<file path="src/hw/vmul_params.svh">
// Sizes are fixed for a single-lane register file with 64-bit words and 8 words per register
`ifndef VMUL_PARAMS_SVH
`define VMUL_PARAMS_SVH

// Datapath word width in bits
`define VMUL_ELEN 64

// In-flight instructions held by the unit
`define VMUL_INSN_QUEUE_DEPTH 4

// Results waiting for a register-file grant
`define VMUL_RESULT_QUEUE_DEPTH 2

// Instruction ids, also the width of the done vector
`define VMUL_NR_VINSN 8

// Vector length counter width, up to 64 elements
`define VMUL_VL_WIDTH 7

// Register file geometry
`define VMUL_VREG_WORDS 8
`define VMUL_ADDR_WIDTH 8

// Pipeline registers of each SIMD multiplier
`define VMUL_LAT_EW64 3
`define VMUL_LAT_EW32 2
`define VMUL_LAT_EW16 1
`define VMUL_LAT_EW8  1

`endif

</file>
<file path="src/hw/vmul_pkg.sv">
// Shared types of the vector multiplier; word_be assumes a word of 8 bytes
`include "vmul_params.svh"

package vmul_pkg;

  typedef logic [`VMUL_ELEN-1:0]   elen_t;
  typedef logic [`VMUL_ELEN/8-1:0] strb_t;

  // Encoding matches log2 of the element size in bytes
  typedef enum logic [1:0] {
    EW8  = 2'd0,
    EW16 = 2'd1,
    EW32 = 2'd2,
    EW64 = 2'd3
  } vsew_e;

  typedef enum logic [2:0] {
    VMUL,
    VMULH,
    VMULHU,
    VMACC,
    VNMSAC
  } vmul_op_e;

  typedef logic [$clog2(`VMUL_NR_VINSN)-1:0] vid_t;
  typedef logic [`VMUL_VL_WIDTH-1:0]         vl_t;
  typedef logic [`VMUL_ADDR_WIDTH-1:0]       vaddr_t;

  typedef struct packed {
    vmul_op_e    op;
    vsew_e       vsew;
    vl_t         vl;
    logic [4:0]  vd;
    vid_t        id;
    logic        use_scalar_op;
    elen_t       scalar_op;
    logic        use_vs1;
    logic        use_vd_op;
  } vmul_insn_t;

  typedef struct packed {
    vid_t   id;
    vaddr_t addr;
    elen_t  wdata;
    strb_t  be;
  } vrf_wr_t;

  function automatic vl_t elems_per_word(vsew_e vsew);
    return vl_t'((`VMUL_ELEN / 8) >> vsew);
  endfunction

  // Byte enables of the elements still inside vl on the current word
  function automatic strb_t word_be(vl_t remaining, vsew_e vsew);
    vl_t   nbytes;
    strb_t be;
    nbytes = (remaining < elems_per_word(vsew)) ? remaining : elems_per_word(vsew);
    nbytes = nbytes << vsew;
    for (int b = 0; b < $bits(strb_t); b++) begin
      be[b] = (b < nbytes);
    end
    return be;
  endfunction

endpackage

</file>
<file path="src/hw/vmul_insn_queue.sv">
// Every accepted instruction needs a nonzero vl, or its phases never complete
`timescale 1ns/1ps
`include "vmul_params.svh"

module vmul_insn_queue (
  input  logic                      clk_i,
  input  logic                      rst_ni,
  input  vmul_pkg::vmul_insn_t      insn_i,
  input  logic                      insn_valid_i,
  output logic                      insn_ready_o,
  output vmul_pkg::vmul_insn_t      issue_insn_o,
  output logic                      issue_valid_o,
  output vmul_pkg::vl_t             issue_remaining_o,
  input  logic                      issue_fire_i,
  output vmul_pkg::vmul_insn_t      processing_insn_o,
  output vmul_pkg::vl_t             processing_remaining_o,
  input  logic                      process_fire_i,
  output vmul_pkg::vmul_insn_t      commit_insn_o,
  input  logic                      commit_fire_i,
  output logic [`VMUL_NR_VINSN-1:0] vinsn_done_o
);

  localparam int unsigned Depth = `VMUL_INSN_QUEUE_DEPTH;
  localparam int unsigned PntW  = $clog2(Depth);
  localparam int unsigned CntW  = $clog2(Depth + 1);

  typedef logic [PntW-1:0] pnt_t;
  typedef logic [CntW-1:0] cnt_t;

  function automatic pnt_t next_pnt(pnt_t pnt);
    return (pnt == pnt_t'(Depth - 1)) ? '0 : pnt + 1'b1;
  endfunction

  vmul_pkg::vmul_insn_t mem_q [Depth];
  pnt_t                 accept_pnt_q;
  logic                 accept;

  // Index 0 is issue, 1 is processing, 2 is commit
  logic                       [2:0] fire;
  logic                       [2:0] last;
  cnt_t                       [2:0] cnt;
  vmul_pkg::vl_t              [2:0] rem;
  vmul_pkg::vmul_insn_t       [2:0] cur;

  assign fire         = {commit_fire_i, process_fire_i, issue_fire_i};
  // An instruction leaves the store only after its commit phase
  assign insn_ready_o = (cnt[2] != cnt_t'(Depth));
  assign accept       = insn_valid_i & insn_ready_o;

  // Instruction store, written at the accept pointer
  always_ff @(posedge clk_i or negedge rst_ni) begin
    if (!rst_ni) begin
      mem_q        <= '{default: '0};
      accept_pnt_q <= '0;
    end else if (accept) begin
      mem_q[accept_pnt_q] <= insn_i;
      accept_pnt_q        <= next_pnt(accept_pnt_q);
    end
  end

  for (genvar p = 0; p < 3; p++) begin : gen_phase
    pnt_t          pnt_q;
    pnt_t          pnt_nxt;
    cnt_t          cnt_q;
    vmul_pkg::vl_t rem_q;
    vmul_pkg::vl_t step;

    assign cur[p]  = mem_q[pnt_q];
    assign step    = vmul_pkg::elems_per_word(cur[p].vsew);
    assign pnt_nxt = next_pnt(pnt_q);
    // The final word may hold fewer elements than a full step
    assign last[p] = fire[p] && (rem_q <= step);

    always_ff @(posedge clk_i or negedge rst_ni) begin
      if (!rst_ni) begin
        pnt_q <= '0;
        cnt_q <= '0;
        rem_q <= '0;
      end else begin
        cnt_q <= cnt_q + cnt_t'(accept) - cnt_t'(last[p]);
        if (last[p]) begin
          pnt_q <= pnt_nxt;
          // Next entry may be the one being written in this cycle
          rem_q <= (pnt_nxt == accept_pnt_q) ? insn_i.vl : mem_q[pnt_nxt].vl;
        end else if (fire[p]) begin
          rem_q <= rem_q - step;
        end else if (accept && cnt_q == '0) begin
          rem_q <= insn_i.vl;
        end
      end
    end

    assign cnt[p] = cnt_q;
    assign rem[p] = rem_q;

    // Strobes from the datapath only ever act on a held instruction
    a_fire_held: assert property (@(posedge clk_i) disable iff (!rst_ni)
      fire[p] |-> cnt_q != '0);
  end

  assign issue_insn_o           = cur[0];
  assign issue_valid_o          = (cnt[0] != '0);
  assign issue_remaining_o      = rem[0];
  assign processing_insn_o      = cur[1];
  assign processing_remaining_o = rem[1];
  assign commit_insn_o          = cur[2];

  always_comb begin
    vinsn_done_o = '0;
    if (last[2]) begin
      vinsn_done_o[cur[2].id] = 1'b1;
    end
  end

  // Phases finish in order, so a later phase never holds fewer instructions
  a_phase_order: assert property (@(posedge clk_i) disable iff (!rst_ni)
    cnt[0] <= cnt[1] && cnt[1] <= cnt[2] && cnt[2] <= cnt_t'(Depth));

endmodule

</file>
<file path="config.mk">
export PLATFORM = sky130hd
export DESIGN_NAME = vmul_insn_queue
export DESIGN_NICKNAME = d
export VERILOG_FILES = /design/src/hw/vmul_pkg.sv /design/src/hw/vmul_insn_queue.sv
export VERILOG_INCLUDE_DIRS = /design/src /design/src/hw
export SDC_FILE = /design/constraint.sdc
export NUM_CORES = 1
export LEC_CHECK = 0
export BUFFER_PORTS_ARGS = -buffer_cell sky130_fd_sc_hd__buf_4
export CORE_MARGIN = 1
export CORE_UTILIZATION = 40
export DETAILED_ROUTE_END_ITERATION = 16
export PLACE_DENSITY = 0.72
export SETUP_SLACK_MARGIN = 0.1
export SYNTH_ARGS = -nofsm -noshare
export SYNTH_HDL_FRONTEND = slang
export SYNTH_SLANG_ARGS = --single-unit
</file>
<file path="constraint.sdc">
create_clock -name clk_i -period 4.95 [get_ports clk_i]
set_input_delay 0.99 -clock clk_i [delete_from_list [all_inputs] [get_ports clk_i]]
set_output_delay 0.99 -clock clk_i [all_outputs]
set_load 0.02 [all_outputs]
</file>
==> results of run 1 <==
kinds of logic after synthesis:
group,synth area share (%)
simple gates,3.02
fa+ha+maj,1.92
buf+inv,2.78
compound gates,2.63
mux,46.2
xor+xnor,0.737
flops,42.8
placed cells by master (no fill, tap or decap), types with 5 or more instances in the layout:
cell type and instances:
mux4_2 282, mux2_2 347, buf_12 9, a21o_1 5, o21ai_0 18, nand2b_1 18, dfrtp_4 6, a2111oi_0 7
clkbuf_1 7, nand2_1 42, dfrtp_1 380, a21oi_1 16, a221o_1 6, ha_1 25, clkbuf_8 8, clkinv_2 13
inv_1 29, xor2_1 5, xnor2_1 14, nor3_1 6, buf_4 388, a211oi_1 6, fa_1 6, nor2_1 47
clkbuf_16 46, mux2i_1 17
cell usage after synthesis (3+ instances only):
master	count	area share, %
dfrtp_1	386	43
mux2_2	347	17
mux4_2	282	28
buf_2	49	1.1
nor2_1	47	0.78
nand2_1	46	0.76
clkbuf_1	30	0.50
inv_1	29	0.48
buf_1	28	0.47
ha_1	25	1.4
nand2b_1	18	0.50
o21ai_0	18	0.40
mux2i_1	17	0.75
a21oi_1	16	0.35
xnor2_1	14	0.54
a2111oi_0	7	0.27
a211oi_1	6	0.20
a221o_1	6	0.27
fa_1	6	0.53
nor3_1	6	0.13
a21o_1	5	0.17
xor2_1	5	0.19
or2_2	4	0.11
a211o_1	3	0.12
a221oi_1	3	0.12
and2_1	3	0.083
buf_4	3	0.10
inv_2	3	0.050
nand4_1	3	0.083
nor2b_1	3	0.083
o211ai_1	3	0.10
o21ai_2	3	0.12
o31ai_1	3	0.10
or4_1	3	0.10
or4b_1	3	0.13
final cells by class:
type	instances	area, um2
Clock buffer	61	1290
Clock inverter	21	219
Fill cell	4666	27700
Inverter	32	120
Antenna cell	1	2.50
Tap cell	748	936
Sequential cell	386	9680
Multi-Input combinational cell	925	12300
Timing Repair Buffer	398	3110
registers in the layout, summed over array words and instances (netlist names):
| name | count |
|---|---|
| gen_phase.rem_q | 7 |
| issue_remaining_o | 7 |
| gen_phase.pnt_q | 6 |
| mem_q | 348 |
| processing_remaining_o | 7 |
| accept_pnt_q | 2 |
| gen_phase.cnt_q | 9 |
worst min path at each step:
stage	endpoint	slack, ns	start	cells past startpoint
floorplan	gen_phase[2].rem_q[2]$_DFFE_PN0P_	0.48	gen_phase[2].rem_q[2]$_DFFE_PN0P_	1
global placement	gen_phase[2].rem_q[6]$_DFFE_PN0P_	0.51	gen_phase[2].rem_q[6]$_DFFE_PN0P_	1
detailed placement	gen_phase[2].rem_q[2]$_DFFE_PN0P_	0.53	gen_phase[2].rem_q[2]$_DFFE_PN0P_	1
CTS	mem_q[179]$_DFFE_PN0P_	0.51	rst_ni	1
global route	mem_q[179]$_DFFE_PN0P_	0.55	rst_ni	1
finish	mem_q[179]$_DFFE_PN0P_	0.49	rst_ni	1
stage by stage:
step	worst slack, ns	hold slack (ns)	std cells	util, %
6_report	0.399	0.487	2572	50.0
5_1_grt	0.205	0.548	2571	50.0
4_1_cts	0.365	0.506	2571	50.0
3_5_place_dp	0.843	0.527	2489	47.2
3_3_place_gp	0.960	0.512	2489	47.2
2_1_floorplan	0.899	0.480	1455	-
layer usage:
layer	share of wire [%]	vias to the layer above	GRT usage, %
li1	-	6417	-
met4	2.7	4	7.23
met5	0.029	-	0
met1	39	8086	29.6
met2	49	578	37.7
met3	9.3	115	6.80
==> metrics.yaml, run 1 <==
endpoint: "vinsn_done_o[6]"
avgSynthCellArea_um2: 15.5
cts_resized: 0
path_cells: "mux4_2, or2_2, ha_1, nand4_1, a21oi_1, o21ai_2, inv_2, nand2_1, nor2_1, buf_4"
fin_nets: 1912
cts-root-buf: "clkbuf_16"
post_cts_buffers: 0
area_delta_synth_final_pct: 22.6
clk-insertion-delay-late_ns: 0.59
antenna_found_initial: 3
async_flop_share_pct: 100
crit_start: "gen_phase[2].pnt_q[1]$_DFFE_PN0P_"
clkTransAtPathRegs_ns: 0.06
die_h_um: 240
crit_required_ns: 3.96
period_needed_ns: 4.55
ys_ff_latch: 386
synth_cells: 1455
cts_hold_buf: 0
seq_area_frac_synth_pct: 42.8
hold_violations: 0
finClkSkew_ns: 0.0272
num_rows: 86
numCtsBuffers: 45
dr_total_vias: 15200
crit_cells: 10
maxSlewViolCount: 0
grt_pass1_wl_mm: 99.9
die_area_um2: 57400
vias_per_cell: 5.91
cpPeakStageDelay_ns: 0.68
fin_tns_setup_ns: 0
crit_type: "flip-flop to primary output"
placed_area_um2: 26200
cts_tree: "done"
syn_area_um2: 22600
synthesis.nets: 1579
postLayoutCellArea_um2: 27700
floorplan.initialDensity_pct: 40.8
wl_per_cell_um: 25.1
wl_mm: 64.7
critPathTopFamily: "simple AND/OR/NAND/NOR gates"
first_global_vias: 16200
synth.distinct_cells: 51
setup_viol: 0
cap_violations: 0
grt_overflow: 0
ys_warn_count: 0
drc_errors: 0
fmax_mhz: 220
rr_endpoint: "gen_phase[0].cnt_q[2]$_DFF_PN0_"
tightest_slew_ns: 1.03
arrival_ns: 3.56
grt_max_degree: 109
drt_iter0_markers: 973
gp_congestion: 0.873
cp-start-kind: "flip-flop"
dpl.hpwl_mm: 41.7
ys.flop_type: "dfrtp_1"
slew_headroom_pct: 31.5
core_um2: 55400
path_buf_inv: 2
rrSetupSlack_ns: 0.82
grt_usage_pct: 23.1
cts_max_level: 2
clock_path_buffers: 3
end_kind: "primary output"
ios: 378
drive_above_1_share_pct: 61.9
fin_crit_sh_pct: 91.9
rsz0062_at_grt: "no"
reg2reg_from: "gen_phase[0].pnt_q[0]$_DFFE_PN0N_"
rr_worst_depth: 13
synth_edf_count: 0
dieWidth_um: 240
outcome: "finished clean"
cts.sinks: 386
port_buffers: 377
postRouteAntennaNets: 0
hold_class: "primary input to async pin"
critPathSlowestCell: "dfrtp_4"
first_pass_iters: 5
crit_fanout: 20
Power of run 1 is left out: the tool's default activity adds up to more than one toggle a clock period on the data nets, which glitch-free logic cannot reach.
==> run 2: changes to the inputs <==
- BUFFER_PORTS_ARGS: -buffer_cell sky130_fd_sc_hd__buf_4 -> unset
- DONT_BUFFER_PORTS: unset -> 1
- PLACE_DENSITY: 0.72 -> 0.66
==> metrics.yaml, run 2 (same netlist as run 1, synthesis figures left out) <==
outcome: "finished clean"
hold_violations: 0  # unchanged
cts_tree: "done"
cap_violations: 0  # unchanged
slew_headroom_pct: 35.8  # +4.4 points
final_cell_mix: "dfrtp_1, mux2_2, mux4_2, nor2_1, clkbuf_16"
wl_mm: 60.6  # -6.3%
die_h_um: 240  # unchanged
period_needed_ns: 4.59  # +0.0416 ns
finClkSkew_ns: 0.0187  # -0.00850 ns
floorplan.initialDensity_pct: 40.8  # unchanged
arrival_ns: 3.60  # +0.04 ns
wl_per_cell_um: 27.6  # +9.8%
n_antenna_cell: 0  # -1
critPathSlowestCell: "mux4_2"
clk-insertion-delay-late_ns: 0.58  # about the same
grt_usage_pct: 21.1  # -1.9 points
postLayoutCellArea_um2: 24900  # -10%
end_kind: "primary output"
top_register: "mem_q"
fin_crit_sh_pct: 92.8  # +0.84 points
crit_required_ns: 3.96  # about the same
cts_max_level: 2  # unchanged
ios: 378  # unchanged
largest_registers: "mem_q: 348 flops, gen_phase.cnt_q: 9 flops"
gp_congestion: 0.856  # -2.0%
dpl.hpwl_mm: 38.5  # -7.7%
maxSlewViolCount: 0  # unchanged
fmax_mhz: 218  # -0.91%
hold_class: "primary input to async pin"
area_delta_synth_final_pct: 10.1
post_cts_buffers: 0  # unchanged
placed_area_um2: 23300  # -11%
clkTransAtPathRegs_ns: 0.06  # about the same
fillers: 4831  # +3.5%
cp-start-kind: "flip-flop"
dieWidth_um: 240  # unchanged
dr_total_vias: 13700  # -10%
grt_overflow: 0  # unchanged
drc_errors: 0  # unchanged
postRouteAntennaNets: 0  # unchanged
drive_above_1_share_pct: 52.1  # -9.8 points
num_rows: 86  # unchanged
fin_nets: 1535  # -20%
cts-root-buf: "clkbuf_16"
antenna_found_initial: 0  # -3
tightest_slew_ns: 0.962  # -0.0648 ns
grt_pass1_wl_mm: 91.6  # -8.4%
clock_path_buffers: 3  # unchanged
first_global_vias: 14500  # -11%
drt_iter0_markers: 707  # -27%
crit_fanout: 12  # -40%
fin_tns_setup_ns: 0  # unchanged
vias_per_cell: 6.23  # +5.4%
whs_ns: 0.105  # -0.382 ns
first_pass_iters: 4  # -1
die_area_um2: 57400  # unchanged
port_buffers: 0  # -100%
setup_viol: 0  # unchanged
cpPeakStageDelay_ns: 0.62  # -0.06 ns
cts_resized: 0  # unchanged
placedCellCount: 2111  # -15%
stdcell_count: 2196  # -15%
crit_type: "flip-flop to primary output"
path_cells: "mux4_2, or2_2, ha_1, nand4_1, a21oi_1, o21ai_2, inv_2, nand2b_1, nor2_1"
rsz0062_at_grt: "no"
final_common_cell: "dfrtp_1"
cts_hold_buf: 0  # unchanged
core_um2: 55400  # unchanged
numCtsBuffers: 46  # +2.2%
grt_max_degree: 387  # +260%
largest_reg_flops: 348  # unchanged
cts.sinks: 386  # unchanged
run 2: cell count changes in the layout (fill, tap and decap cells not counted), moves of 2 or more:
cell,change
buf_12,-6
buf_4,-371
bufinv_16,+3
clkbuf_8,+2
run 2: path summary, 6_finish.rpt:
kind / from / end / slack, ns / depth (start not counted)
max reg2reg: gen_phase[2].pnt_q[0]$_DFFE_PN0P_ / gen_phase[2].cnt_q[2]$_DFF_PN0_ / 1.01 / 14
max in group asynchronous: rst_ni / gen_phase[1].pnt_q[0]$_DFFE_PN0N_ / 4.19 / 0
max: gen_phase[2].pnt_q[0]$_DFFE_PN0P_ / vinsn_done_o[1] / 0.36 / 9
min: rst_ni / mem_q[136]$_DFFE_PN0P_ / 0.10 / 0
min in group clk_i: gen_phase[2].rem_q[2]$_DFFE_PN0P_ / gen_phase[2].rem_q[2]$_DFFE_PN0P_ / 0.54 / 1
min reg2reg: gen_phase[2].rem_q[2]$_DFFE_PN0P_ / gen_phase[2].rem_q[2]$_DFFE_PN0P_ / 0.54 / 1
run 2: area by class of cell:
| class | count | area, um2 | share of cell area [%] |
|---|---|---|---|
| clock buffer | 62 | 1310 | 5.27 |
| timing repair buffer | 20 | 188 | 0.755 |
| multi-input combinational | 925 | 12300 | 49.6 |
| inverter | 32 | 120 | 0.483 |
| sequential | 386 | 9680 | 38.9 |
| clock inverter | 23 | 290 | 1.17 |
| tap | 748 | 936 | 3.76 |
run 2: per-layer routing:
| metal | vias to the layer above | track usage [%] | routed length [um] | share of wire (%) |
|---|---|---|---|---|
| met1 | 7392 | 26.0 | 23000 | 38 |
| met3 | 118 | 7.34 | 5520 | 9.1 |
| met2 | 497 | 34.3 | 30200 | 50 |
| li1 | 5668 | - | - | - |
| met4 | 0 | 7.96 | 1870 | 3.1 |
| met5 | - | 0 | 0 | 0 |
run 2: critical path: cells and delay by family (launching register included):
kind	cells	cell delay, ns
compound gates	2	0.36
fa+ha+maj	1	0.37
buf+inv	1	0.23
flops	1	0.45
mux	1	0.62
simple gates	4	0.99
run 2: stage by stage:
step | setup slack, ns | util, %
floorplan | 0.899 | -
global placement | 1.04 | 42.0
detailed placement | 0.943 | 42.0
CTS | 0.317 | 44.9
global route | 0.134 | 44.9
finish | 0.357 | 44.9
Power of run 2 is left out for the same reason.
