==> config.mk <==
export PLATFORM = sky130hd
export DESIGN_NAME = vmul_result_queue
export DESIGN_NICKNAME = d
export VERILOG_FILES = /design/src/hw/vmul_pkg.sv /design/src/hw/vmul_result_queue.sv
export VERILOG_INCLUDE_DIRS = /design/src /design/src/hw
export SDC_FILE = /design/constraint.sdc
export NUM_CORES = 1
export LEC_CHECK = 0
export ABC_AREA = 1
export BUFFER_PORTS_ARGS = -buffer_cell sky130_fd_sc_hd__clkbuf_2
export CAP_MARGIN = 25
export CORE_ASPECT_RATIO = 1.4
export CORE_MARGIN = 2
export CORE_UTILIZATION = 56
export CTS_CLUSTER_DIAMETER = 200
export CTS_CLUSTER_SIZE = 16
export DETAILED_ROUTE_END_ITERATION = 7
export PLACE_DENSITY = 0.83
export SYNTH_ARGS = -nofsm -noshare
export SYNTH_HDL_FRONTEND = slang
export SYNTH_SLANG_ARGS = --single-unit
export TNS_END_PERCENT = 10
==> constraint.sdc <==
create_clock -name clk_i -period 7.7 [get_ports clk_i]
set_input_delay 0.77 -clock clk_i [delete_from_list [all_inputs] [get_ports clk_i]]
set_output_delay 0.77 -clock clk_i [all_outputs]
set_load 0.005 [all_outputs]
==> src/hw/vmul_params.svh <==
// Sizes are fixed for a single-lane register file with 64-bit words and 8 words per register
`ifndef VMUL_PARAMS_SVH
`define VMUL_PARAMS_SVH

// Datapath word width in bits
`define VMUL_ELEN 64

// In-flight instructions held by the unit
`define VMUL_INSN_QUEUE_DEPTH 4

// Results waiting for a register-file grant
`define VMUL_RESULT_QUEUE_DEPTH 2

// Instruction ids, also the width of the done vector
`define VMUL_NR_VINSN 8

// Vector length counter width, up to 64 elements
`define VMUL_VL_WIDTH 7

// Register file geometry
`define VMUL_VREG_WORDS 8
`define VMUL_ADDR_WIDTH 8

// Pipeline registers of each SIMD multiplier
`define VMUL_LAT_EW64 3
`define VMUL_LAT_EW32 2
`define VMUL_LAT_EW16 1
`define VMUL_LAT_EW8  1

`endif

==> src/hw/vmul_pkg.sv <==
// Shared types of the vector multiplier; word_be assumes a word of 8 bytes
`include "vmul_params.svh"

package vmul_pkg;

  typedef logic [`VMUL_ELEN-1:0]   elen_t;
  typedef logic [`VMUL_ELEN/8-1:0] strb_t;

  // Encoding matches log2 of the element size in bytes
  typedef enum logic [1:0] {
    EW8  = 2'd0,
    EW16 = 2'd1,
    EW32 = 2'd2,
    EW64 = 2'd3
  } vsew_e;

  typedef enum logic [2:0] {
    VMUL,
    VMULH,
    VMULHU,
    VMACC,
    VNMSAC
  } vmul_op_e;

  typedef logic [$clog2(`VMUL_NR_VINSN)-1:0] vid_t;
  typedef logic [`VMUL_VL_WIDTH-1:0]         vl_t;
  typedef logic [`VMUL_ADDR_WIDTH-1:0]       vaddr_t;

  typedef struct packed {
    vmul_op_e    op;
    vsew_e       vsew;
    vl_t         vl;
    logic [4:0]  vd;
    vid_t        id;
    logic        use_scalar_op;
    elen_t       scalar_op;
    logic        use_vs1;
    logic        use_vd_op;
  } vmul_insn_t;

  typedef struct packed {
    vid_t   id;
    vaddr_t addr;
    elen_t  wdata;
    strb_t  be;
  } vrf_wr_t;

  function automatic vl_t elems_per_word(vsew_e vsew);
    return vl_t'((`VMUL_ELEN / 8) >> vsew);
  endfunction

  // Byte enables of the elements still inside vl on the current word
  function automatic strb_t word_be(vl_t remaining, vsew_e vsew);
    vl_t   nbytes;
    strb_t be;
    nbytes = (remaining < elems_per_word(vsew)) ? remaining : elems_per_word(vsew);
    nbytes = nbytes << vsew;
    for (int b = 0; b < $bits(strb_t); b++) begin
      be[b] = (b < nbytes);
    end
    return be;
  endfunction

endpackage

==> src/hw/vmul_result_queue.sv <==
// Write requests wait here for a grant; push only while full_o is low
`timescale 1ns/1ps
`include "vmul_params.svh"

module vmul_result_queue (
  input  logic              clk_i,
  input  logic              rst_ni,
  input  logic              push_i,
  input  vmul_pkg::vrf_wr_t wr_i,
  output logic              full_o,
  output logic              result_req_o,
  output vmul_pkg::vrf_wr_t result_o,
  input  logic              result_gnt_i
);

  localparam int unsigned Depth = `VMUL_RESULT_QUEUE_DEPTH;
  localparam int unsigned PntW  = $clog2(Depth);
  localparam int unsigned CntW  = $clog2(Depth + 1);

  typedef logic [PntW-1:0] pnt_t;
  typedef logic [CntW-1:0] cnt_t;

  vmul_pkg::vrf_wr_t mem_q [Depth];
  pnt_t              wr_pnt_q;
  pnt_t              rd_pnt_q;
  cnt_t              cnt_q;
  logic              pop;

  assign full_o       = (cnt_q == cnt_t'(Depth));
  assign result_req_o = (cnt_q != '0);
  assign result_o     = mem_q[rd_pnt_q];
  assign pop          = result_gnt_i & result_req_o;

  always_ff @(posedge clk_i) begin
    if (push_i && !full_o) begin
      mem_q[wr_pnt_q] <= wr_i;
    end
  end

  always_ff @(posedge clk_i or negedge rst_ni) begin
    if (!rst_ni) begin
      wr_pnt_q <= '0;
      rd_pnt_q <= '0;
      cnt_q    <= '0;
    end else begin
      if (push_i && !full_o) begin
        wr_pnt_q <= (wr_pnt_q == pnt_t'(Depth - 1)) ? '0 : wr_pnt_q + 1'b1;
      end
      if (pop) begin
        rd_pnt_q <= (rd_pnt_q == pnt_t'(Depth - 1)) ? '0 : rd_pnt_q + 1'b1;
      end
      cnt_q <= cnt_q + cnt_t'(push_i && !full_o) - cnt_t'(pop);
    end
  end

  // Multiplier back-pressure must keep pushes away from a full FIFO
  a_no_push_full: assert property (@(posedge clk_i) disable iff (!rst_ni)
    push_i |-> !full_o);

  // The register file only grants a pending request
  a_gnt_with_req: assert property (@(posedge clk_i) disable iff (!rst_ni)
    result_gnt_i |-> result_req_o);

endmodule

==> results of run 1 <==
-- final timing paths --
kind / startpoint / endpoint / slack [ns] / depth (start not counted)
max in group asynchronous: rst_ni / rd_pnt_q / 7.40 / 1
worst min-delay path: rst_ni / wr_pnt_q / 0.16 / 1
worst max-delay path: rd_pnt_q / result_o[11] / 4.20 / 6
worst max register to register: rd_pnt_q / rd_pnt_q / 5.77 / 4
worst min register to register: wr_pnt_q / wr_pnt_q / 0.47 / 2
min in group clk_i: wr_pnt_q / wr_pnt_q / 0.47 / 2
-- synth_stat cells --
master and instances:
nand2_1 262, edfxtp_1 166, buf_2 10, inv_1 9
buf_4 6, dfrtp_1 4, nand3_1 3, clkbuf_1 2
ha_1 2, inv_2 1, nor2_1 1
-- logic make-up (layout without fill, tap and decap cells) --
group / after synthesis / in the layout
flops: 170 / 170
fa+ha+maj: 2 / 2
simple gates: 266 / 266
buf+inv: 28 / 218
-- registers in the layout, summed over array words and instances, names as in the netlist --
name / cells
mem_q: 166
cnt_q: 2
wr_pnt_q: 1
rd_pnt_q: 1
-- cells in the final DEF (no fill, tap or decap) --
cell | Yosys | final
clkinv_4 | 0 | 1
buf_12 | 0 | 2
dfrtp_2 | 0 | 1
ha_1 | 2 | 2
bufinv_16 | 0 | 3
inv_1 | 9 | 8
inv_2 | 1 | 1
clkinv_1 | 0 | 1
clkinv_2 | 0 | 3
nor2_4 | 0 | 1
nand2_1 | 262 | 262
nand3_1 | 3 | 3
clkbuf_2 | 0 | 171
clkinvlp_4 | 0 | 3
buf_4 | 6 | 4
dfrtp_1 | 4 | 3
inv_6 | 0 | 4
edfxtp_1 | 166 | 166
clkbuf_16 | 0 | 17
-- final cells by class --
cell class                      count  area (um2)  area share [%]
Clock inverter                     14       170.2           2.166
Tap cell                          141       176.4           2.245
Clock buffer                       17       425.4           5.414
Sequential cell                   170        5086           64.73
Timing Repair Buffer              177       925.9           11.78
Inverter                           10       38.79          0.4936
Multi-Input combinational cell    268        1035           13.17
-- power breakdown --
group / leakage, nW / total (W) / internal (W) / switching, W
sequential: 1.59 / 0.00131 / 0.00126 / 0.0000494
combinational: 1.59 / 0.000854 / 0.000301 / 0.000553
clock: 0.284 / 0.000844 / 0.000510 / 0.000334
total: 3.47 / 0.00301 / 0.00207 / 0.000937
-- routing by layer --
metal / vias up / wire (um)
met5: - / 0
met4: 0 / 451
met3: 35 / 642
met2: 155 / 6737
met1: 1859 / 4412
li1: 1919 / -
-- metrics by stage --
step | hold slack (ns) | instance area [um2] | total power, W
final | 0.1568 | 7858 | 0.003009
after global routing | 0.1488 | 7858 | 0.003178
after CTS | 0.1460 | 7818 | 0.003031
after detailed placement | 0.4610 | 7222 | 0.002184
after global placement | 0.4532 | 7222 | 0.002148
after floorplan | 0.4419 | 6252 | 0.001817
==> results, run 1 <==
- The most utilized layer in the global route result is met2.
- The flow ran to the end, and the final reports show no timing, DRC or antenna violations.
- The die width is 93.30 um.
- For the worst setup path, the data arrival time is 2.73 ns.
- Dividing the detail-routed wire length by the instance count gives 15.36 um.
- The insertion delay of the later-clocked pin in the worst-skew pair is 0.41 ns.
- The count of endpoints failing hold in the final timing report was 0.
- The post-route antenna net violation count is 0.
- The net count of the finished layout is 733.
- Along the worst path, the maximum fanout reaches 85.
- The buffers plus inverters on the worst setup path is 4.
- Of the total synthesized cell area, the portion taken by XOR and XNOR cells is 0%.
- The worst setup skew after layout is 0.006654 ns.
- The number of slew-limit violations in the final report came to 0.
- The die outline area is 12,040 um2.
- The share of cell area taken by muxes after synthesis is 0%.
- The synthesis-stage register bit count is 170.
- The core region is 10,870 um2.
- The worst setup path is captured at a primary output.
- The global-route total usage across every layer is 20.69%.
- The final sum of negative setup slack is 0 ns.
- For this configuration, the core starts out at a cell density of 57.54%.
- The power density normalized to cell area is 383.0 nW/um2.
- The netlist uses 11 different library cells.
- The share of the core filled with cells is 72.31%.
- The worst endpoint required time is 6.93 ns.
- The clock tree from TritonCTS is done.
- The number of nets in the synthesized netlist is 555.
- Entering global routing, the biggest net connects 86 pins.
- In the routed design, unresolved DRC markers number 0.
- The first global-routing pass estimated 18,190 um of wire.
- The H-tree depth reported by CTS is 4.
- The number of max-cap violations is 0.
- The worst-margin pin slew is 0.8815 ns.
- In this run the core area contains 45 standard-cell rows.
- The number of global-route vias before repair is 3,884.
- In the synthesized netlist, the number of instances is 466.
- The maximum operating frequency is 285.8 MHz.
- The estimated wirelength of the detail-placed design is 7821 um.
- Using the TritonRoute via totals, the vias-per-cell ratio works out to 4.979.
- The filler cell count in the final layout is 719.
- For met2 alone, demand over resource in global routing was 35.93%.
- In this run, post-CTS repair resized a total of 0 instances.
- The number of violations reported at the end of detailed-routing iteration 0 is 267.
- Of the total synthesized cell area, the portion taken by full adders, half adders and majority gates is 0.4002%.
- Counting I/O delays and the setup requirement, the final critical path takes 3.499 ns.
- The tree is rooted in a clkbuf_16.
- The mapped cell area is 6252 um2.
- The synthesized netlist devotes 0% of its cell area to compound gates.
- The number of placed instances, taps included is 764.
- The congestion estimate from routability-driven global placement came to 0.7487.
- 172 I/O pins were placed.
- The pre-antenna-repair detailed-routing pass consisted of 4 iterations.
- The worst setup path is of the flop to primary output kind.
- The largest single stage delay on the critical path is 0.66 ns.
- Setup violations remaining at the end of the flow were counted as 0.
- After global routing the overflow that remains totals 0.
- Buffers added to address setup during post-CTS repair amount to 0.
- Ranked by total cell area, the synthesized netlist is headed by edfxtp_1, nand2_1, dfrtp_1.
- Yosys printed 0 warnings.
- The sequential fraction of the synthesis area is 81.33%.
- Wires add up to 12,240 um.
- Setup repair after global routing left no endpoint under its margin.
- The die span in y is 129.0 um.
- The main combinational cell family by area after synthesis is simple AND/OR/NAND/NOR gates.
- Input and output buffers added on the ports amount to 171.
- The clock passes through at most 2 buffers.
- The kind of cell with the highest combined delay on the critical path is buffers and inverters.
- Detailed routing inserted a total of 3,968 vias.
- Summing the areas of all and, or, nand and nor instances in the mapped netlist gives 16.03% of the synthesized area.
- IR analysis of the VDD net gives a maximum drop of 0.3300 mV.
- The number of inserted diodes is 0.
- A synthesized cell averages 13.42 um2.
- The post-route netlist has 32.16% of its cells at a drive strength greater than 1.
- The initial antenna violation count came to 0.
- Global routing consumed, on the met1 layer, 22.85% of the routing resources.
- Among all stages on the critical path, the largest delay is contributed by buf_4.
- In this run, CTS created clock tree buffers numbering 17.
- For this design, the sink count on the clock tree is 170.
- The worst path uses 45.44% of the clock period.
- Summed over all instances, the cell type with the most area after synthesis is edfxtp_1.
- The startpoint type of the worst setup path is a flop.
- The worst path meets setup with 4.201 ns of slack.
- For this run, global-route usage on met3 was measured as 5.930%.
- The worst hold path class is input pin to asynchronous set/reset pin.
- The number of buffers added to fix hold violations after cts is 0.
- The static leakage is 3.470 nW.
- The worst slew margin relative to its limit is 41.23%.
- The register clock-pin slew on the reported worst setup and hold paths is 0.06 ns.
- The share of the synthesized area in the top cell type is 79.73%.
- The critical path goes through buf_4 -> inv_2 -> buf_4 -> nand2_1 -> nand2_1 -> clkbuf_2.
- Timing analysis after detailed placement gives a worst setup slack of 4.592 ns.
- The area overhead of the layout relative to synthesis is 25.68%.
- The finished layout holds 797 standard cells, fillers aside.
Power figures use the tool's default switching activity.
==> run 2: changes to the inputs <==
--- a/config.mk
+++ b/config.mk
@@ -6,16 +6,16 @@
 export SDC_FILE = /design/constraint.sdc
 export NUM_CORES = 1
 export LEC_CHECK = 0
-export ABC_AREA = 1
+export ABC_AREA = 0
 export BUFFER_PORTS_ARGS = -buffer_cell sky130_fd_sc_hd__clkbuf_2
 export CAP_MARGIN = 25
 export CORE_ASPECT_RATIO = 1.4
 export CORE_MARGIN = 2
-export CORE_UTILIZATION = 56
+export CORE_UTILIZATION = 47
 export CTS_CLUSTER_DIAMETER = 200
 export CTS_CLUSTER_SIZE = 16
 export DETAILED_ROUTE_END_ITERATION = 7
-export PLACE_DENSITY = 0.83
+export PLACE_DENSITY = 0.73
 export SYNTH_ARGS = -nofsm -noshare
 export SYNTH_HDL_FRONTEND = slang
 export SYNTH_SLANG_ARGS = --single-unit
==> constraint.sdc (replaced) <==
create_clock -name clk_i -period 2.9 [get_ports clk_i]
set_input_delay 0.29 -clock clk_i [delete_from_list [all_inputs] [get_ports clk_i]]
set_output_delay 0.29 -clock clk_i [all_outputs]
set_load 0.005 [all_outputs]
==> run 2 against run 1 <==
Die area grew 22%. Synthesized cell count shrank 41%. Wire length shrank 6.5%. Worst setup slack lost 3.6 ns. Critical path depth shrank 3. Worst hold slack lost 0.096 ns. Register-to-register slack lost 4.6 ns. Flip-flop and latch count is the same. Cell area grew 4.5%. Critical endpoint is now result_o[65].
==> results, run 2 <==
- The flow ran to the end, and the final reports show no timing, DRC or antenna violations.
- The post-route antenna net violation count is 0.
- The H-tree depth reported by CTS is 4.
- The number of buffers and inverters on the critical path is 2.
- The total area inside the core boundary comes to 13,390 um2.
- Each instance of the synthesized netlist takes up on average 23.32 um2.
- The global-route total usage across every layer is 16.11%.
- After synthesis, the netlist uses 16 different library cells.
- The deepest clock path buffer count is 2.
- Data arrives at the worst endpoint at 1.99 ns.
- The number of rows in the core area is 50.
- The worst slew margin relative to its limit is 64.78%.
- The setup-violating endpoint count in the final report is 0.
- The pin count of the biggest net entering global routing is 53.
- The post-route standard cell area excluding fillers is 8210 um2.
- The floorplan step set the die height to 142.5 um.
- The register with the most flip-flops in the layout has 166 of them.
- The count of endpoints failing hold in the final timing report is 0.
- The initial core utilization is 48.07%.
- The most common cell after layout, fill and taps aside is clkbuf_2.
- The largest total area in the synthesized netlist belongs to edfxtp_1.
- The area growth from synthesis to layout is 27.57%.
- The register-to-register setup slack is 1.12 ns.
- In the post-synthesis netlist, the cell with the most instances is edfxtp_1.
- The post-placement cell area is 7530 um2.
- The insertion delay of the later-clocked pin in the worst-skew pair is 0.41 ns.
- Detailed placement finished with a half-perimeter wire length of 7653 um.
- For this run, the leading register cell type out of synthesis is edfxtp_1.
- For this run, the number of standard cells in the final layout without fillers is 659.
- The type of the worst setup path is flop to primary output.
- The number of slew-limit violations in the final report is 0.
- Cells with a size suffix above 1 make up 61.97% of the layout.
- Along the worst hold path, the cell count comes to 1.
- The maximum operating frequency is 439.3 MHz.
- The register ranked first by flip-flop count is mem_q.
- Timing analysis after detailed placement gives a worst setup slack of 1.045 ns.
- The worst reg-to-reg path cell count is 3.
- In this run, the number of DRC markers left after iteration 0 of detailed routing was 194.
- In this run the number of cells on the critical path is 3.
- Before antenna repair, the detailed router went through 6 iterations.
- After synthesis, the most frequently instantiated cells are edfxtp_1, mux2_4, mux2_2, buf_6, dfrtp_1.
- The net total in the final layout is 553.
- The longest individual stage delay on the worst path is 0.69 ns.
- The largest registers in the layout are mem_q (166), cnt_q (2).
- The final estimated routing congestion in global placement is 0.7502.
- The signal on the critical path passes through buf_4 -> mux2_2 -> clkbuf_2.
- The number of buffers inserted during clock tree synthesis is 17.
- Counting every instance in the synthesized netlist gives 276.
- The clock sink count is 170.
- In the final routed layout, each cell accounts on average for 17.36 um.
- The synthesis-stage register bit count is 170.
- The wire length of the first global-routing pass is 17,150 um.
- The final critical-path setup slack is 0.6236 ns.
- The worst setup skew after layout is 0.008420 ns.
- The routed wire length is 11,440 um.
- Setup repair after global routing left no endpoint under its margin.
- The share of the core filled with cells is 61.33%.
- The number of placed instances, taps included, is 626.
- The startpoint type of the worst setup path is a flop.
- The initial antenna violation count is 1.
- By area the synthesized netlist is led by edfxtp_1, mux2_4, mux2_2.
- In this run the most critical hold path is launched from wr_i[53].
- The register clock-pin slew on the reported worst setup and hold paths is 0.07 ns.
- At the pin with the least slew margin, the transition time is 0.5283 ns.
- The remaining global-route overflow is 0.
- Across the run, the number of max-cap violations was 0.
- Setup total negative slack on the finished layout was measured at 0 ns.
- The die outline area is 14,660 um2.
- Summing all multi-input logic gate instances after layout gives 1267 um2.
- The die is 102.9 um wide.
- Across the VDD grid, the largest voltage drop is 0.4721 mV.
- The final routed DRC violation total is 0.
- The mapped cell area is 6436 um2.
- The total via count in the routed design is 3,249.
- The worst endpoint required time is 2.61 ns.
- For this run, asynchronously set or reset flops after synthesis account for 2.353%.
- The cell with the biggest individual delay on the critical path is dfrtp_4.
- The number of global-route vias before repair is 3,466.
- During placement, the flow inserted port buffers numbering 171.
- The sequential fraction of the synthesis area is 79.00%.
- The filler cell count in the final layout is 1,019.
- In the layout the commonest cells are clkbuf_2, edfxtp_1, mux2_4.
- Counting flops with a built-in enable in the synthesized netlist gives 166.
- The worst setup path is captured at a primary output.
- The destination of the worst hold path is mem_q[1][53].
- The clock period minus final worst setup slack is 2.276 ns.
- The endpoint of the worst-slack reg-to-reg timing path is mem_q[1][64].
- The number of nets produced by synthesis is 365.
- For this run, the number of Yosys warnings is 0.
- The static leakage is 3.307 nW.
- The post-route fraction of the period consumed by the critical path is 78.50%.
- In this run the count of I/O pins placed on the die edge is 172.
- The routed via count divided by cell count is 4.930.
- Of all nets on the critical path, the largest fanout is 24.
- The worst hold path class is input pin to flop.
- TritonCTS built the clock tree.
- Grouping stages by cell kind, the critical path spends the most delay in flip-flops.
- In this run the power density over the cells is 1031 nW/um2.
- The clock root buffer master is clkbuf_16.
- The sequential cell area is 5089 um2.
- After synthesis, the largest area contributor takes up 77.45% of total cell area.
- The worst flop-to-flop path startpoint is cnt_q[1].
-- run 2: logic make-up after synthesis --
logic type,count (synthesis),synth area share [%]
buf+inv,11,1.497
simple gates,6,0.5444
xor+xnor,4,0.5444
mux,83,18.02
flops,170,79.00
fa+ha+maj,2,0.3887
-- run 2: how the worst max path moves through the flow --
stage	startpoint	slack [ns]	endpoint
floorplan	cnt_q[1]	-0.02	mem_q[1][0]
global placement	rd_pnt_q	1.07	result_o[68]
detailed placement	rd_pnt_q	1.05	result_o[65]
CTS	rd_pnt_q	0.59	result_o[65]
global route	rd_pnt_q	0.53	result_o[68]
finish	rd_pnt_q	0.62	result_o[65]
-- run 2: power by group --
| part | leakage (nW) | internal, W | switching (W) |
|---|---|---|---|
| Clock | 0.324 | 0.00162 | 0.000900 |
| Sequential | 1.59 | 0.00336 | 0.000218 |
| Combinational | 1.40 | 0.00130 | 0.00107 |
-- run 2: repair_timing --
| item | 4_1_cts | 5_1_grt |
|---|---|---|
| gates resized for setup | 0 | 0 |
| setup buffers | 0 | 0 |
| hold buffers | 1 | 0 |
| endpoints found under the hold margin | 4 | 0 |
-- run 2: per-stage QoR --
step | hold WS [ns] | total power [W]
after global placement | 0.1108 | 0.005972
after floorplan | -0.005591 | 0.005156
after CTS | 0.04070 | 0.008585
after detailed placement | 0.1121 | 0.006042
after global routing | 0.04341 | 0.008855
final | 0.06082 | 0.008464
-- run 2: final cells by class --
| type | count | share of cell area, % |
|---|---|---|
| antenna | 1 | 0.03048 |
| clock buffer | 17 | 5.181 |
| clock inverter | 14 | 2.956 |
| inverter | 2 | 0.09144 |
| multi-input combinational | 95 | 15.44 |
| sequential | 170 | 61.98 |
| tap | 182 | 2.774 |
| timing repair buffer | 178 | 11.55 |
-- run 2: routing by layer --
metal	vias to the layer above	part of all wire [%]	track usage, %
li1	1467	-	-
met1	1634	35	16.53
met2	121	56	28.37
met3	27	6.0	5.108
met4	0	3.3	9.003
met5	-	0	0
==> run 3: changes to the inputs <==
--- a/config.mk
+++ b/config.mk
@@ -11,11 +11,11 @@
 export CAP_MARGIN = 25
 export CORE_ASPECT_RATIO = 1.4
 export CORE_MARGIN = 2
-export CORE_UTILIZATION = 47
+export CORE_UTILIZATION = 52
 export CTS_CLUSTER_DIAMETER = 200
 export CTS_CLUSTER_SIZE = 16
 export DETAILED_ROUTE_END_ITERATION = 7
-export PLACE_DENSITY = 0.73
+export PLACE_DENSITY = 0.77
 export SYNTH_ARGS = -nofsm -noshare
 export SYNTH_HDL_FRONTEND = slang
 export SYNTH_SLANG_ARGS = --single-unit
==> constraint.sdc (replaced) <==
create_clock -name clk_i -period 2.23 [get_ports clk_i]
set_input_delay 0.223 -clock clk_i [delete_from_list [all_inputs] [get_ports clk_i]]
set_output_delay 0.223 -clock clk_i [all_outputs]
set_load 0.005 [all_outputs]
==> run 3 against run 2 <==
Wire length rose by 7.3%. Worst hold slack got worse by 0.051 ns. Sequential share of layout area fell by 4.1 points. Worst setup slack got worse by 0.45 ns. Via count rose by 7.6%. Global-route usage rose by 2.3 points. Count of clock-buffer cells in the layout did not move. Flip-flop and latch count did not move.
==> results, run 3 (synthesis gave the netlist of run 2 again) <==
- Of all nets on the critical path, the largest fanout is 31.
- Entering global routing, the biggest net connects 52 pins.
- The most common cell after layout, fill and taps aside is clkbuf_2.
- Once routing completed, OpenROAD measured the worst setup slack at 0.1757 ns.
- The startpoint of the most critical hold path is wr_i[75].
- The part of the total power dissipated in combinational logic is 31.0%.
- The maximum operating frequency is 486.8 MHz.
- Once the clock tree was built, the resizer swapped 0 gates to a different size.
- For met1 alone, demand over resource in global routing was 18.91%.
- The worst endpoint required time is 2.01 ns.
- The number of slew-limit violations in the final report is 0.
- The worst-case hold slack is 0.01023 ns.
- For hold timing, the worst endpoint is mem_q[1][75].
- Using the TritonRoute via totals, the vias-per-cell ratio works out to 5.003.
- The top-level I/O count is 172.
- The flow ran to the end, and the final reports show no timing, DRC or antenna violations.
- Clock-pin slew was measured on the worst setup and hold paths at 0.06 ns.
- The clock sink count is 170.
- The worst hold path stage count is 1.
- The worst setup slack before clock tree synthesis is 0.4668 ns.
- The share of total power consumed by net switching is 27.11%.
- Registers take 5089 um2.
- The floorplan has 48 rows.
- TritonCTS built the clock tree.
- In the global route stage, met3 resource usage came out at 5.160%.
- Routability-driven placement finished with a final weighted congestion of 0.7318.
- In the layout the commonest cells are clkbuf_2, edfxtp_1, dlygate4sd3_1.
- The power spent charging and discharging nets is 0.002862 W.
- The first global-routing pass estimated 18,370 um of wire.
- For the final database, setup skew stands at 0.007324 ns.
- The core box area is 12,190 um2.
- For this configuration, the core starts out at a cell density of 52.79%.
- The final route contains 3,497 vias.
- The insertion delay of the later-clocked pin in the worst-skew pair is 0.41 ns.
- The peak supply drop is 0.9807 mV.
- Overall power consumption after layout is estimated at 0.01056 W.
- Clock tree synthesis selected as its root buffer the cell clkbuf_16.
- The flip-flop count of the largest register, all copies and words added is 166.
- After legalization and detailed placement, the total HPWL measured 7752 um.
- The area overhead of the layout relative to synthesis is 36.51%.
- Counting cells, the worst reg-to-reg path comes to 7.
- The layer flagged by global routing as most heavily used is met2.
- The static leakage is 3.554 nW.
- The count of endpoints failing hold in the final timing report was 0.
- In the final layout, the registers with the most flip-flops are mem_q (166), cnt_q (2).
- The deepest clock path buffer count is 2.
- The die outline area is 13,300 um2.
- In this run the critical register-to-register path is captured at cnt_q[1].
- The startpoint type of the worst setup path is a flop.
- Per report_power, the clock group accounts for 25.0% of the total.
- Setup repair after global routing left no endpoint under its margin.
- The die is 135.6 um tall.
- The number of detailed-routing iterations run before antenna repair is 4.
- The setup-violating endpoint count in the final report is 0.
- The post-route fraction of the period consumed by the critical path is 92.12%.
- The count of nets left with antenna violations once routing finished came out at 0.
- The number of global-route vias before repair is 3,759.
- Across every metal layer, demand over resource in global routing totals 18.43%.
- The routed wire length is 12,270 um.
- The clock period minus final worst setup slack is 2.054 ns.
- The type of the worst setup path is flop to primary output.
- In this run the register-to-register setup slack is 0.45 ns.
- TritonCTS created 17 clock buffers.
- Of the cells placed in the final design, the portion with a size suffix greater than 1 is 53.37%.
- The remaining global-route overflow is 0.
- For this design the ratio of total power to cell area is 1202 nW/um2.
- In the final routed layout, each cell accounts on average for 17.56 um.
- For the pin with the worst max-slew slack, the measured transition is 0.4253 ns.
- The global-route track usage on met2 is 34.06%.
- The worst flop-to-flop path startpoint is cnt_q[1].
- Max-cap violations in this run came to 0.
- The H-tree depth reported by CTS is 4.
- At the end of the flow, the number of nets in the layout was 626.
- The die is 98.03 um wide.
- The number of inserted diodes is 0.
- In the routed design, unresolved DRC markers number 0.
- The worst setup path is captured at a primary output.
- The initial antenna violation count was 0.
- The register ranked first by flip-flop count is mem_q.
- The cell-internal power is 0.007696 W.
- For the worst setup path, the data arrival time is 1.83 ns.
- The worst hold path class is input pin to flop.
- Buffers placed on the I/O ports in this run total 171.
- After the first detailed-routing iteration, the DRC count stood at 138.
- The worst pin sits at a relative slew slack of 71.64%.
- The filler cell count in the final layout is 783.
- The share of total power in sequential cells is 44.0%.
- The multi-input combinational cells in the finished layout cover a total of 1270 um2.
[run 3: cell count changes in the layout (fill, tap and decap cells not counted), sizes merged]
cell | previous run | this run
clkinvlp | 1 | 2
buf | 6 | 7
diode | 1 | 0
dlygate4sd3 | 1 | 73
clkinv | 3 | 9
inv | 6 | 4
bufinv | 6 | 1
[run 3: how the worst max path moves through the flow]
stage             start            to  slack [ns]  cells past startpoint
6_report       rd_pnt_q  result_o[65]        0.18                      3
5_1_grt        rd_pnt_q  result_o[67]        0.09                      3
4_1_cts        rd_pnt_q  result_o[67]        0.14                      3
3_5_place_dp   cnt_q[1]      cnt_q[1]        0.47                      7
3_3_place_gp   cnt_q[1]      cnt_q[1]        0.53                      7
2_1_floorplan  cnt_q[1]   mem_q[0][0]       -0.02                      3
[run 3: critical path, stage by stage, from the launching register on]
cell,delay (ns)
dfrtp_4,0.62
buf_12,0.29
mux2_2,0.36
clkbuf_2,0.13
[run 3: power by group through the flow]
stage               logic, W  clock network (W)  registers [W]
floorplan            0.00211                  0        0.00458
global placement     0.00314                  0        0.00465
detailed placement   0.00320                  0        0.00472
CTS                  0.00332            0.00269        0.00466
global route         0.00351            0.00281        0.00471
finish               0.00327            0.00264        0.00464
[run 3: final cells by class]
type / count / area share (%)
inverter: 2 / 0.08545
sequential: 170 / 57.92
multi-input combinational: 95 / 14.45
tap: 150 / 2.136
clock inverter: 14 / 1.196
clock buffer: 17 / 4.842
timing repair buffer: 251 / 19.37
[run 3: routing by layer]
layer | routed length [um] | vias up
li1 | - | 1619
met1 | 4440 | 1740
met3 | 621 | 21
met5 | 0 | -
met4 | 260 | 0
met2 | 6951 | 117
[run 3: what timing repair did]
action                                 in CTS  in global routing
buffers inserted                            0                  0
endpoints found under the hold margin     142                  1
hold buffers                               72                  1
setup endpoints to repair                   0                  0
[run 3: metrics by stage]
step                utilization, %  setup TNS, ns  std cells  area [um2]
finish                       72.06              0        699        8786
global placement             61.72              0        595        7525
floorplan                        -         -1.599        276        6447
CTS                          71.98              0        698        8776
detailed placement           61.72              0        595        7525
global route                 72.06              0        699        8786
